[src/hw/f8_isa_pkg.sv]
// instruction set of the reduced f8 core
// opcodes, flag layout, the two views of an instruction word and the size table
// used by the sequencer, the execute unit and the testbench reference model
package f8_isa_pkg;

	localparam int INST_W = 24;

	typedef enum logic [7:0]
	{
		OP_NOP = 8'h00,
		OP_TRAP = 8'h01,
		OP_LD_XL_IMM = 8'h10,
		OP_ADD_XL_IMM = 8'h11,
		OP_SUB_XL_IMM = 8'h12,
		OP_AND_XL_IMM = 8'h13,
		OP_OR_XL_IMM = 8'h14,
		OP_XOR_XL_IMM = 8'h15,
		OP_LD_XL_DIR = 8'h20,
		OP_LD_DIR_XL = 8'h21,
		OP_LDW_Y_IMM = 8'h22,
		OP_LDW_DIR_Y = 8'h23,
		OP_JR_D = 8'h30,
		OP_JRZ_D = 8'h31,
		OP_JRNZ_D = 8'h32,
		OP_JRC_D = 8'h33,
		OP_JP_IMM = 8'h34
	} opcode_t;

	typedef struct packed
	{
		logic [2:0] rsvd;
		logic o;
		logic z;
		logic n;
		logic c;
		logic h;
	} flag_t;

	// opcode with a 16-bit address or immediate above it
	typedef struct packed
	{
		logic [INST_W-9:0] addr;
		opcode_t opcode;
	} inst_abs_t;

	// opcode with a signed displacement or 8-bit immediate
	typedef struct packed
	{
		logic [INST_W-17:0] unused;
		logic signed [7:0] disp;
		opcode_t opcode;
	} inst_rel_t;

	typedef union packed
	{
		inst_abs_t abs;
		inst_rel_t rel;
	} inst_t;

	typedef struct packed
	{
		logic taken;
		logic [15:0] target;
	} branch_t;

	function automatic logic [1:0] inst_size(opcode_t op);
		case (op)
			OP_LD_XL_IMM, OP_ADD_XL_IMM, OP_SUB_XL_IMM, OP_AND_XL_IMM, OP_OR_XL_IMM,
			OP_XOR_XL_IMM, OP_JR_D, OP_JRZ_D, OP_JRNZ_D, OP_JRC_D:
				return 2'd2;
			OP_LD_XL_DIR, OP_LD_DIR_XL, OP_LDW_Y_IMM, OP_LDW_DIR_Y, OP_JP_IMM:
				return 2'd3;
			default:
				return 2'd1;
		endcase
	endfunction

endpackage

[src/hw/f8_bus_pkg.sv]
// memory side of the f8 core
// address widths, reset vector, read and write requests and the bank port
package f8_bus_pkg;

	localparam int ADDR_W = 16;
	localparam int BANK_ADDR_W = 15;

	localparam logic [ADDR_W-1:0] RESET_PC = 16'h4000;

	typedef struct packed
	{
		logic valid;
		logic [ADDR_W-1:0] addr;
	} rd_req_t;

	// little endian, low byte goes to addr and high byte to addr + 1
	typedef struct packed
	{
		logic be_hi;
		logic be_lo;
		logic [ADDR_W-1:0] addr;
		logic [15:0] data;
	} wr_req_t;

	typedef struct packed
	{
		logic [BANK_ADDR_W-1:0] rd_addr;
		logic [BANK_ADDR_W-1:0] wr_addr;
		logic [7:0] wr_data;
		logic wr_en;
	} bank_port_t;

endpackage

[src/hw/f8_regfile.sv]
// general registers x, y, z with per-byte write enables, plus the flag register
// written by the execute unit at the end of the execute cycle
`timescale 1ns/1ps

module f8_regfile
(
	input logic clk,
	input logic reset,
	input logic [1:0] wr_addr,
	input logic [1:0] wr_en,
	input logic [15:0] wr_data,
	input f8_isa_pkg::flag_t next_flags,
	output logic [15:0] x,
	output logic [15:0] y,
	output logic [15:0] z,
	output f8_isa_pkg::flag_t flags
);

	logic [15:0] regs [3];

	assign x = regs[0];
	assign y = regs[1];
	assign z = regs[2];

	always_ff @(posedge clk)
	begin
		if (wr_en[0])
			regs[wr_addr][7:0] <= wr_data[7:0];
		if (wr_en[1])
			regs[wr_addr][15:8] <= wr_data[15:8];
	end

	always_ff @(posedge clk)
	begin
		if (reset)
			flags <= '0;
		else
			flags <= next_flags;
	end

	// only three registers exist
	assert property (@(posedge clk) disable iff (reset)
		(wr_en != 2'b00) |-> (wr_addr != 2'd3));

endmodule

[src/hw/f8_sequencer.sv]
// instruction fetch and program counter
// builds the current instruction from the fetched word, the held low bytes plus
// an upper byte, or the held word while a memory operand is read
`timescale 1ns/1ps

module f8_sequencer
(
	input logic clk,
	input logic reset,
	input logic [15:0] rd_word,
	input f8_isa_pkg::branch_t branch,
	output f8_bus_pkg::rd_req_t fetch_req,
	output f8_bus_pkg::rd_req_t upper_req,
	output f8_isa_pkg::inst_t inst,
	output logic execute,
	output logic [f8_bus_pkg::ADDR_W-1:0] pc,
	output logic trap
);

	logic fetch_valid;
	logic upper_pend;
	logic op_pend;
	f8_isa_pkg::inst_t held;
	f8_isa_pkg::opcode_t opcode;
	logic upper_load;
	logic operand_load;
	logic [f8_bus_pkg::ADDR_W-1:0] next_pc;

	always_comb
	begin
		// first cycle out of reset has no fetched word yet
		if (!fetch_valid)
		begin
			inst = '0;
			inst.abs.opcode = f8_isa_pkg::OP_NOP;
		end
		else if (upper_pend)
			inst = f8_isa_pkg::inst_t'({rd_word[7:0], held.abs.addr[7:0], held.abs.opcode});
		else if (op_pend)
			inst = held;
		else
			inst = f8_isa_pkg::inst_t'({8'h00, rd_word});
	end

	assign opcode = inst.abs.opcode;

	assign upper_load = fetch_valid && !upper_pend && !op_pend &&
		(f8_isa_pkg::inst_size(opcode) == 2'd3);
	assign operand_load = upper_pend && (opcode == f8_isa_pkg::OP_LD_XL_DIR);

	// execute decoded from the fetch state, nothing runs while in reset
	assign execute = fetch_valid && !reset &&
		(op_pend || (upper_pend ? (opcode != f8_isa_pkg::OP_LD_XL_DIR) :
		(f8_isa_pkg::inst_size(opcode) != 2'd3)));
	assign trap = execute && (opcode == f8_isa_pkg::OP_TRAP);

	always_comb
	begin
		if (!execute || trap)
			next_pc = pc;
		else if (branch.taken)
			next_pc = branch.target;
		else
			next_pc = pc + 16'(f8_isa_pkg::inst_size(opcode));
	end

	assign fetch_req = '{valid: !upper_load && !operand_load, addr: next_pc};
	assign upper_req = '{valid: upper_load, addr: pc + 16'd2};

	always_ff @(posedge clk)
	begin
		held <= inst;
		if (reset)
		begin
			pc <= f8_bus_pkg::RESET_PC;
			fetch_valid <= 1'b0;
			upper_pend <= 1'b0;
			op_pend <= 1'b0;
		end
		else
		begin
			pc <= next_pc;
			fetch_valid <= 1'b1;
			upper_pend <= upper_load;
			op_pend <= operand_load;
		end
	end

	// no instruction executes in an upper byte stall
	assert property (@(posedge clk) disable iff (reset)
		upper_req.valid |-> !execute);

endmodule

[src/hw/f8_execute.sv]
// execute stage, purely combinational
// 8-bit ALU and flags, operand request for direct loads, register and
// memory writes, and the branch decision handed back to the sequencer
`timescale 1ns/1ps

module f8_execute
(
	input logic execute,
	input f8_isa_pkg::inst_t inst,
	input logic [15:0] pc,
	input logic [15:0] rd_word,
	input logic [15:0] x,
	input logic [15:0] y,
	input f8_isa_pkg::flag_t flags,
	output f8_bus_pkg::rd_req_t operand_req,
	output f8_bus_pkg::wr_req_t wr_req,
	output logic [1:0] reg_wr_addr,
	output logic [1:0] reg_wr_en,
	output logic [15:0] reg_wr_data,
	output f8_isa_pkg::flag_t next_flags,
	output f8_isa_pkg::branch_t branch
);

	f8_isa_pkg::opcode_t opcode;
	logic [7:0] acc;
	logic [7:0] imm;
	logic [7:0] opb;
	logic sub;
	logic [8:0] sum;
	logic [4:0] half;
	logic [7:0] byte_res;
	logic [15:0] rel_target;

	assign opcode = inst.abs.opcode;
	assign acc = x[7:0];
	assign imm = inst.rel.disp;

	// subtract is acc + ~imm + 1 on the same adder
	assign sub = (opcode == f8_isa_pkg::OP_SUB_XL_IMM);
	assign opb = sub ? ~imm : imm;
	assign sum = {1'b0, acc} + {1'b0, opb} + 9'(sub);
	assign half = {1'b0, acc[3:0]} + {1'b0, opb[3:0]} + 5'(sub);

	always_comb
	begin
		case (opcode)
			f8_isa_pkg::OP_LD_XL_DIR: byte_res = rd_word[7:0];
			f8_isa_pkg::OP_AND_XL_IMM: byte_res = acc & imm;
			f8_isa_pkg::OP_OR_XL_IMM: byte_res = acc | imm;
			f8_isa_pkg::OP_XOR_XL_IMM: byte_res = acc ^ imm;
			default: byte_res = imm;
		endcase
	end

	// direct load address goes out while the sequencer holds the word
	assign operand_req = '{valid: !execute && (opcode == f8_isa_pkg::OP_LD_XL_DIR),
		addr: inst.abs.addr};

	assign rel_target = pc + 16'(f8_isa_pkg::inst_size(opcode)) +
		{{8{inst.rel.disp[7]}}, inst.rel.disp};

	always_comb
	begin
		wr_req = '0;
		reg_wr_addr = 2'd0;
		reg_wr_en = 2'b00;
		reg_wr_data = {8'h00, byte_res};
		next_flags = flags;
		next_flags.rsvd = 3'b000;
		branch.taken = 1'b0;
		branch.target = rel_target;
		if (execute)
		begin
			case (opcode)
				f8_isa_pkg::OP_LD_XL_IMM, f8_isa_pkg::OP_LD_XL_DIR, f8_isa_pkg::OP_AND_XL_IMM,
				f8_isa_pkg::OP_OR_XL_IMM, f8_isa_pkg::OP_XOR_XL_IMM:
				begin
					reg_wr_en = 2'b01;
					next_flags.z = (byte_res == 8'h00);
					next_flags.n = byte_res[7];
				end
				f8_isa_pkg::OP_ADD_XL_IMM, f8_isa_pkg::OP_SUB_XL_IMM:
				begin
					reg_wr_en = 2'b01;
					reg_wr_data = {8'h00, sum[7:0]};
					next_flags.o = (acc[7] == opb[7]) && (sum[7] != acc[7]);
					next_flags.z = (sum[7:0] == 8'h00);
					next_flags.n = sum[7];
					next_flags.c = sum[8];
					next_flags.h = half[4];
				end
				f8_isa_pkg::OP_LDW_Y_IMM:
				begin
					reg_wr_addr = 2'd1;
					reg_wr_en = 2'b11;
					reg_wr_data = inst.abs.addr;
				end
				f8_isa_pkg::OP_LD_DIR_XL:
				begin
					wr_req.be_lo = 1'b1;
					wr_req.addr = inst.abs.addr;
					wr_req.data = {8'h00, acc};
				end
				f8_isa_pkg::OP_LDW_DIR_Y:
				begin
					wr_req.be_lo = 1'b1;
					wr_req.be_hi = 1'b1;
					wr_req.addr = inst.abs.addr;
					wr_req.data = y;
				end
				f8_isa_pkg::OP_JR_D: branch.taken = 1'b1;
				f8_isa_pkg::OP_JRZ_D: branch.taken = flags.z;
				f8_isa_pkg::OP_JRNZ_D: branch.taken = !flags.z;
				f8_isa_pkg::OP_JRC_D: branch.taken = flags.c;
				f8_isa_pkg::OP_JP_IMM:
				begin
					branch.taken = 1'b1;
					branch.target = inst.abs.addr;
				end
				default:
				begin
				end
			endcase
		end
	end

endmodule

[src/hw/f8_bus_arbiter.sv]
// shares the single read path between upper byte, operand and fetch requests
// and maps byte accesses onto the even and odd banks
// returned bytes are swapped back by the parity of the previous read address
`timescale 1ns/1ps

module f8_bus_arbiter
(
	input logic clk,
	input logic reset,
	input f8_bus_pkg::rd_req_t fetch_req,
	input f8_bus_pkg::rd_req_t upper_req,
	input f8_bus_pkg::rd_req_t operand_req,
	input f8_bus_pkg::wr_req_t wr_req,
	input logic [7:0] even_rdata,
	input logic [7:0] odd_rdata,
	output f8_bus_pkg::bank_port_t even_port,
	output f8_bus_pkg::bank_port_t odd_port,
	output logic [15:0] rd_word
);

	logic [f8_bus_pkg::ADDR_W-1:0] rd_addr;
	logic [f8_bus_pkg::BANK_ADDR_W-1:0] rd_bank_addr;
	logic [f8_bus_pkg::BANK_ADDR_W-1:0] wr_bank_addr;
	logic rd_odd;

	// fixed priority with fetch as the fallback
	always_comb
	begin
		rd_addr = fetch_req.addr;
		if (upper_req.valid)
			rd_addr = upper_req.addr;
		else if (operand_req.valid)
			rd_addr = operand_req.addr;
	end

	assign rd_bank_addr = rd_addr[f8_bus_pkg::ADDR_W-1:1];
	assign wr_bank_addr = wr_req.addr[f8_bus_pkg::ADDR_W-1:1];

	always_comb
	begin
		even_port.rd_addr = rd_addr[0] ? rd_bank_addr + 1'b1 : rd_bank_addr;
		odd_port.rd_addr = rd_bank_addr;
		even_port.wr_addr = wr_req.addr[0] ? wr_bank_addr + 1'b1 : wr_bank_addr;
		odd_port.wr_addr = wr_bank_addr;
		even_port.wr_data = wr_req.addr[0] ? wr_req.data[15:8] : wr_req.data[7:0];
		odd_port.wr_data = wr_req.addr[0] ? wr_req.data[7:0] : wr_req.data[15:8];
		even_port.wr_en = wr_req.addr[0] ? wr_req.be_hi : wr_req.be_lo;
		odd_port.wr_en = wr_req.addr[0] ? wr_req.be_lo : wr_req.be_hi;
	end

	always_ff @(posedge clk)
	begin
		if (reset)
			rd_odd <= 1'b0;
		else
			rd_odd <= rd_addr[0];
	end

	assign rd_word = rd_odd ? {even_rdata, odd_rdata} : {odd_rdata, even_rdata};

	assert property (@(posedge clk) reset |-> !even_port.wr_en && !odd_port.wr_en);

	// some requester always owns the read port
	assert property (@(posedge clk) disable iff (reset)
		fetch_req.valid || upper_req.valid || operand_req.valid);

endmodule

[src/hw/f8_core.sv]
// top of the reduced f8 core
// connects sequencer, execute unit, register file and bank arbiter
`timescale 1ns/1ps

module f8_core
(
	input logic clk,
	input logic reset,
	input logic [7:0] even_rdata,
	input logic [7:0] odd_rdata,
	output f8_bus_pkg::bank_port_t even_port,
	output f8_bus_pkg::bank_port_t odd_port,
	output logic trap
);

	f8_bus_pkg::rd_req_t fetch_req;
	f8_bus_pkg::rd_req_t upper_req;
	f8_bus_pkg::rd_req_t operand_req;
	f8_bus_pkg::wr_req_t wr_req;
	f8_isa_pkg::inst_t inst;
	f8_isa_pkg::branch_t branch;
	f8_isa_pkg::flag_t flags;
	f8_isa_pkg::flag_t next_flags;
	logic execute;
	logic [15:0] pc;
	logic [15:0] rd_word;
	logic [15:0] x;
	logic [15:0] y;
	logic [1:0] reg_wr_addr;
	logic [1:0] reg_wr_en;
	logic [15:0] reg_wr_data;

	f8_sequencer f8_sequencer_inst
	(
		.clk(clk),
		.reset(reset),
		.rd_word(rd_word),
		.branch(branch),
		.fetch_req(fetch_req),
		.upper_req(upper_req),
		.inst(inst),
		.execute(execute),
		.pc(pc),
		.trap(trap)
	);

	f8_execute f8_execute_inst
	(
		.execute(execute),
		.inst(inst),
		.pc(pc),
		.rd_word(rd_word),
		.x(x),
		.y(y),
		.flags(flags),
		.operand_req(operand_req),
		.wr_req(wr_req),
		.reg_wr_addr(reg_wr_addr),
		.reg_wr_en(reg_wr_en),
		.reg_wr_data(reg_wr_data),
		.next_flags(next_flags),
		.branch(branch)
	);

	f8_regfile f8_regfile_inst
	(
		.clk(clk),
		.reset(reset),
		.wr_addr(reg_wr_addr),
		.wr_en(reg_wr_en),
		.wr_data(reg_wr_data),
		.next_flags(next_flags),
		.x(x),
		.y(y),
		.z(),
		.flags(flags)
	);

	f8_bus_arbiter f8_bus_arbiter_inst
	(
		.clk(clk),
		.reset(reset),
		.fetch_req(fetch_req),
		.upper_req(upper_req),
		.operand_req(operand_req),
		.wr_req(wr_req),
		.even_rdata(even_rdata),
		.odd_rdata(odd_rdata),
		.even_port(even_port),
		.odd_port(odd_port),
		.rd_word(rd_word)
	);

endmodule

[config.mk]
export PLATFORM = sky130hd
export DESIGN_NAME = f8_core
export DESIGN_NICKNAME = d
export VERILOG_FILES = /design/src/hw/f8_isa_pkg.sv /design/src/hw/f8_bus_pkg.sv /design/src/hw/f8_regfile.sv /design/src/hw/f8_sequencer.sv /design/src/hw/f8_execute.sv /design/src/hw/f8_bus_arbiter.sv /design/src/hw/f8_core.sv
export SDC_FILE = /design/constraint.sdc
export NUM_CORES = 1
export LEC_CHECK = 0
export ABC_AREA = 1
export BUFFER_PORTS_ARGS = -buffer_cell sky130_fd_sc_hd__buf_2
export CAP_MARGIN = 20
export CORE_MARGIN = 2
export CORE_UTILIZATION = 46
export DETAILED_ROUTE_END_ITERATION = 12
export PLACE_DENSITY = 0.77
export SLEW_MARGIN = 10
export SYNTH_ARGS = -nofsm -noshare
export SYNTH_HDL_FRONTEND = slang
export SYNTH_HIERARCHICAL = 1
export SYNTH_SLANG_ARGS = --single-unit
[constraint.sdc]
create_clock -name clk -period 5.79 [get_ports clk]
set_clock_uncertainty 0.15 [all_clocks]
set_input_delay 0.579 -clock clk [delete_from_list [all_inputs] [get_ports clk]]
set_output_delay 0.579 -clock clk [all_outputs]
set_load 0.005 [all_outputs]
==> impl_metrics.csv <==
group,metric,value,unit
die,pin_count,97,
timing,fin_crit,5600,ps
setup_path,reg2regPathDepth,26,
power_and_ir_drop,power.share.clock,27.0,%
finish,final_cells,1687,
timing,setup_ws,189,ps
setup_path,r2r_end,"f8_regfile_inst/regs[1][7]",
routing,routed_wirelength,25.5,mm
setup_path,crit_fanout,6,
placed_design,gp_routability_congestion,0.954,
routing,wl_per_cell,15.1,um
setup_path,worstPathRequired,5060,ps
setup_path,cp-startpoint,"f8_bus_arbiter_inst/rd_odd",
timing,fmax,0.179,GHz
power_and_ir_drop,sequentialPowerShare,25.6,%
worst_hold_path,min_path_type,"flip-flop to flip-flop",
synth,syn-instance-count,1353,
global_routing,grt_max_degree,23,
die,rows,49,
routing,drc,0,
setup_path,cp-end-kind,"primary output",
finish,areaGrowthSynthToFinish,16.4,%
setup_path,path_depth,36,
setup_path,critPathArrivalTime,4870,ps
synth,netlist_area,8440,um2
clock_tree,numCtsBuffers,9,
power_and_ir_drop,power.density,229,nW/um2
synth,synth_nets,1431,
timing,grt_setup_unrepaired,"true",
routing,dr.first_iter.drc_count,916,
clock_tree,clk_latency,350,ps
setup_path,crit_top_cell,"nand2_1",
finish,layout-drive-gt1-share,24.0,%
die,dieHeight,139,um
power_and_ir_drop,power.internal,1340,uW
power_and_ir_drop,switchingPower,907,uW
clock_tree,htree_levels,3,
power_and_ir_drop,swShare,40.4,%
routing,postRouteAntennaNets,0,
timing,setup_tns,0,ps
power_and_ir_drop,leakage,0.00516,uW
setup_path,crit_family,"simple AND/OR/NAND/NOR gates",
clock_tree,cts.sinks,70,
finish,nets,1531,
timing,slew_headroom,37.7,%
placed_design,place_ws,-63.1,ps
die,start_util,47.0,%
global_routing,grt-ovfl-total,0,
timing,finalCritPeriodShare,96.7,%
synth,ys_warn_count,6,
global_routing,grt_usage,25.6,%
power_and_ir_drop,combPwrFrac,47.4,%
placed_design,place_inst,1656,
finish,post-route-util,54.7,%
clock_tree,cts_hold_buffers,0,
finish,fill_cells,1746,
routing,drt-vias-per-instance,5.26,
setup_path,r2r_start,"f8_bus_arbiter_inst/rd_odd",
setup_path,crit_type,"flip-flop to primary output",
placed_design,dp_hpwl,19.7,mm
timing,drv_slew,0,
setup_path,cpMaxStageDelayCell,"fa_1",
clock_tree,tritoncts,"built",
setup_path,start_kind,"flip-flop",
outcome,status,"finished, final reports clean",
timing,setup_viol,0,
setup_path,cp_slowest_stage_delay,410,ps
finish,n_antenna_cell,0,
global_routing,grt_pass1_wl,40.3,mm
run,cap_violations,0,
global_routing,grt_pass1_vias,8085,
routing,dr_total_vias,8873,
timing,worst_slew_pin_slew,928,ps
synth,avgSynthCellArea,6.24,um2
setup_path,cp_num_buf_inv,5,
die,core,18000,um2
clock_tree,cts_root_buf,"clkbuf_16",
clock_tree,path_clk_slew,60,ps
die,dieArea,19400,um2
routing,detail_route.first_pass.iterations,5,
setup_path,endpoint,"even_port[38]",
setup_path,rrSetupSlack,1590,ps
timing,hold_violations,0,
power_and_ir_drop,max-vdd-ir-drop,210,uV
clock_tree,clk_path_buf_depth,2,
global_routing,antenna_found_initial,0,
die,die-width,139,um
placed_design,portBuffers,96,
## worst min path at each step
stage	start	end	slack (ps)	depth (start not counted)
6_report	f8_sequencer_inst/held[19]	f8_sequencer_inst/held[19]	350	2
5_1_grt	f8_sequencer_inst/held[19]	f8_sequencer_inst/held[19]	370	2
4_1_cts	f8_sequencer_inst/held[16]	f8_sequencer_inst/held[16]	350	2
3_5_place_dp	f8_sequencer_inst/held[16]	f8_sequencer_inst/held[16]	340	2
3_3_place_gp	f8_sequencer_inst/held[19]	f8_sequencer_inst/held[19]	330	2
2_1_floorplan	f8_sequencer_inst/held[16]	f8_sequencer_inst/held[16]	310	2
## repair_timing
action                     CTS  global route
setup endpoints to repair   10            17
pin swaps                    0            42
setup buffers                0            15
gates resized for setup     14            95
## tightest hold or removal path: stages, from the launching register on
cell and delay (ps):
dfxtp_1 300, nand2_1 60, a21oi_1 90
## cell type report
cell class | instances | area [um2] | share of cell area [%]
clock buffer | 9 | 225 | 2.29
clock inverter | 7 | 98.8 | 1.01
inverter | 218 | 827 | 8.42
multi-input combinational | 982 | 5640 | 57.4
sequential | 70 | 1650 | 16.8
tap | 229 | 287 | 2.92
timing repair buffer | 172 | 1090 | 11.1
## state kept, by name, summed over array words and instances (netlist names)
register,count
f8_sequencer_inst/pc,16
f8_sequencer_inst/fetch_valid,1
f8_regfile_inst/flags,2
f8_sequencer_inst/held,24
f8_sequencer_inst/op_pend,1
f8_sequencer_inst/upper_pend,1
f8_regfile_inst/regs,24
f8_bus_arbiter_inst/rd_odd,1
## per-stage QoR
step | power [uW] | area, um2 | hold slack, ps
after floorplan | 1280 | 8440 | 313
after global placement | 1520 | 9080 | 329
after detailed placement | 1540 | 9080 | 343
after CTS | 2150 | 9430 | 351
after global routing | 2390 | 9820 | 371
final | 2240 | 9820 | 352
## layer usage
metal | global-route usage (%) | up-vias | wire length, um
met3 | 4.16 | 47 | 2130
met2 | 40.2 | 390 | 11300
met4 | 7.71 | 0 | 567
met5 | 0 | - | 0
met1 | 36.2 | 4032 | 11500
li1 | - | 4404 | -
## cells in the final DEF (no fill, tap or decap), drive strengths merged
cell      instances
nor2            183
xor2             44
clkinv            4
bufinv            2
inv             216
a221oi            1
ha               55
nand2           375
o31ai             2
mux2i             7
a21o              1
nor3             12
nand4            23
or2              13
buf             172
clkbuf            9
clkinvlp          3
nor3b             1
xnor2            10
o22ai             1
o21a              2
a22oi             1
o21ai            87
o221ai            5
conb              1
o21bai            1
nand3b            5
a21boi            1
and2              2
nand3            94
a21oi            44
dfxtp            46
fa                5
a31oi             2
a211oi            1
edfxtp           24
o211ai            3
## power groups by stage
| stage | logic [uW] | clock network [uW] | registers, uW |
|---|---|---|---|
| finish | 1060 | 607 | 575 |
| floorplan | 708 | 0 | 570 |
| detailed placement | 954 | 0 | 583 |
| global placement | 942 | 0 | 583 |
| CTS | 965 | 611 | 573 |
| global route | 1180 | 633 | 578 |
No activity file was read; power rests on OpenSTA's default activity.
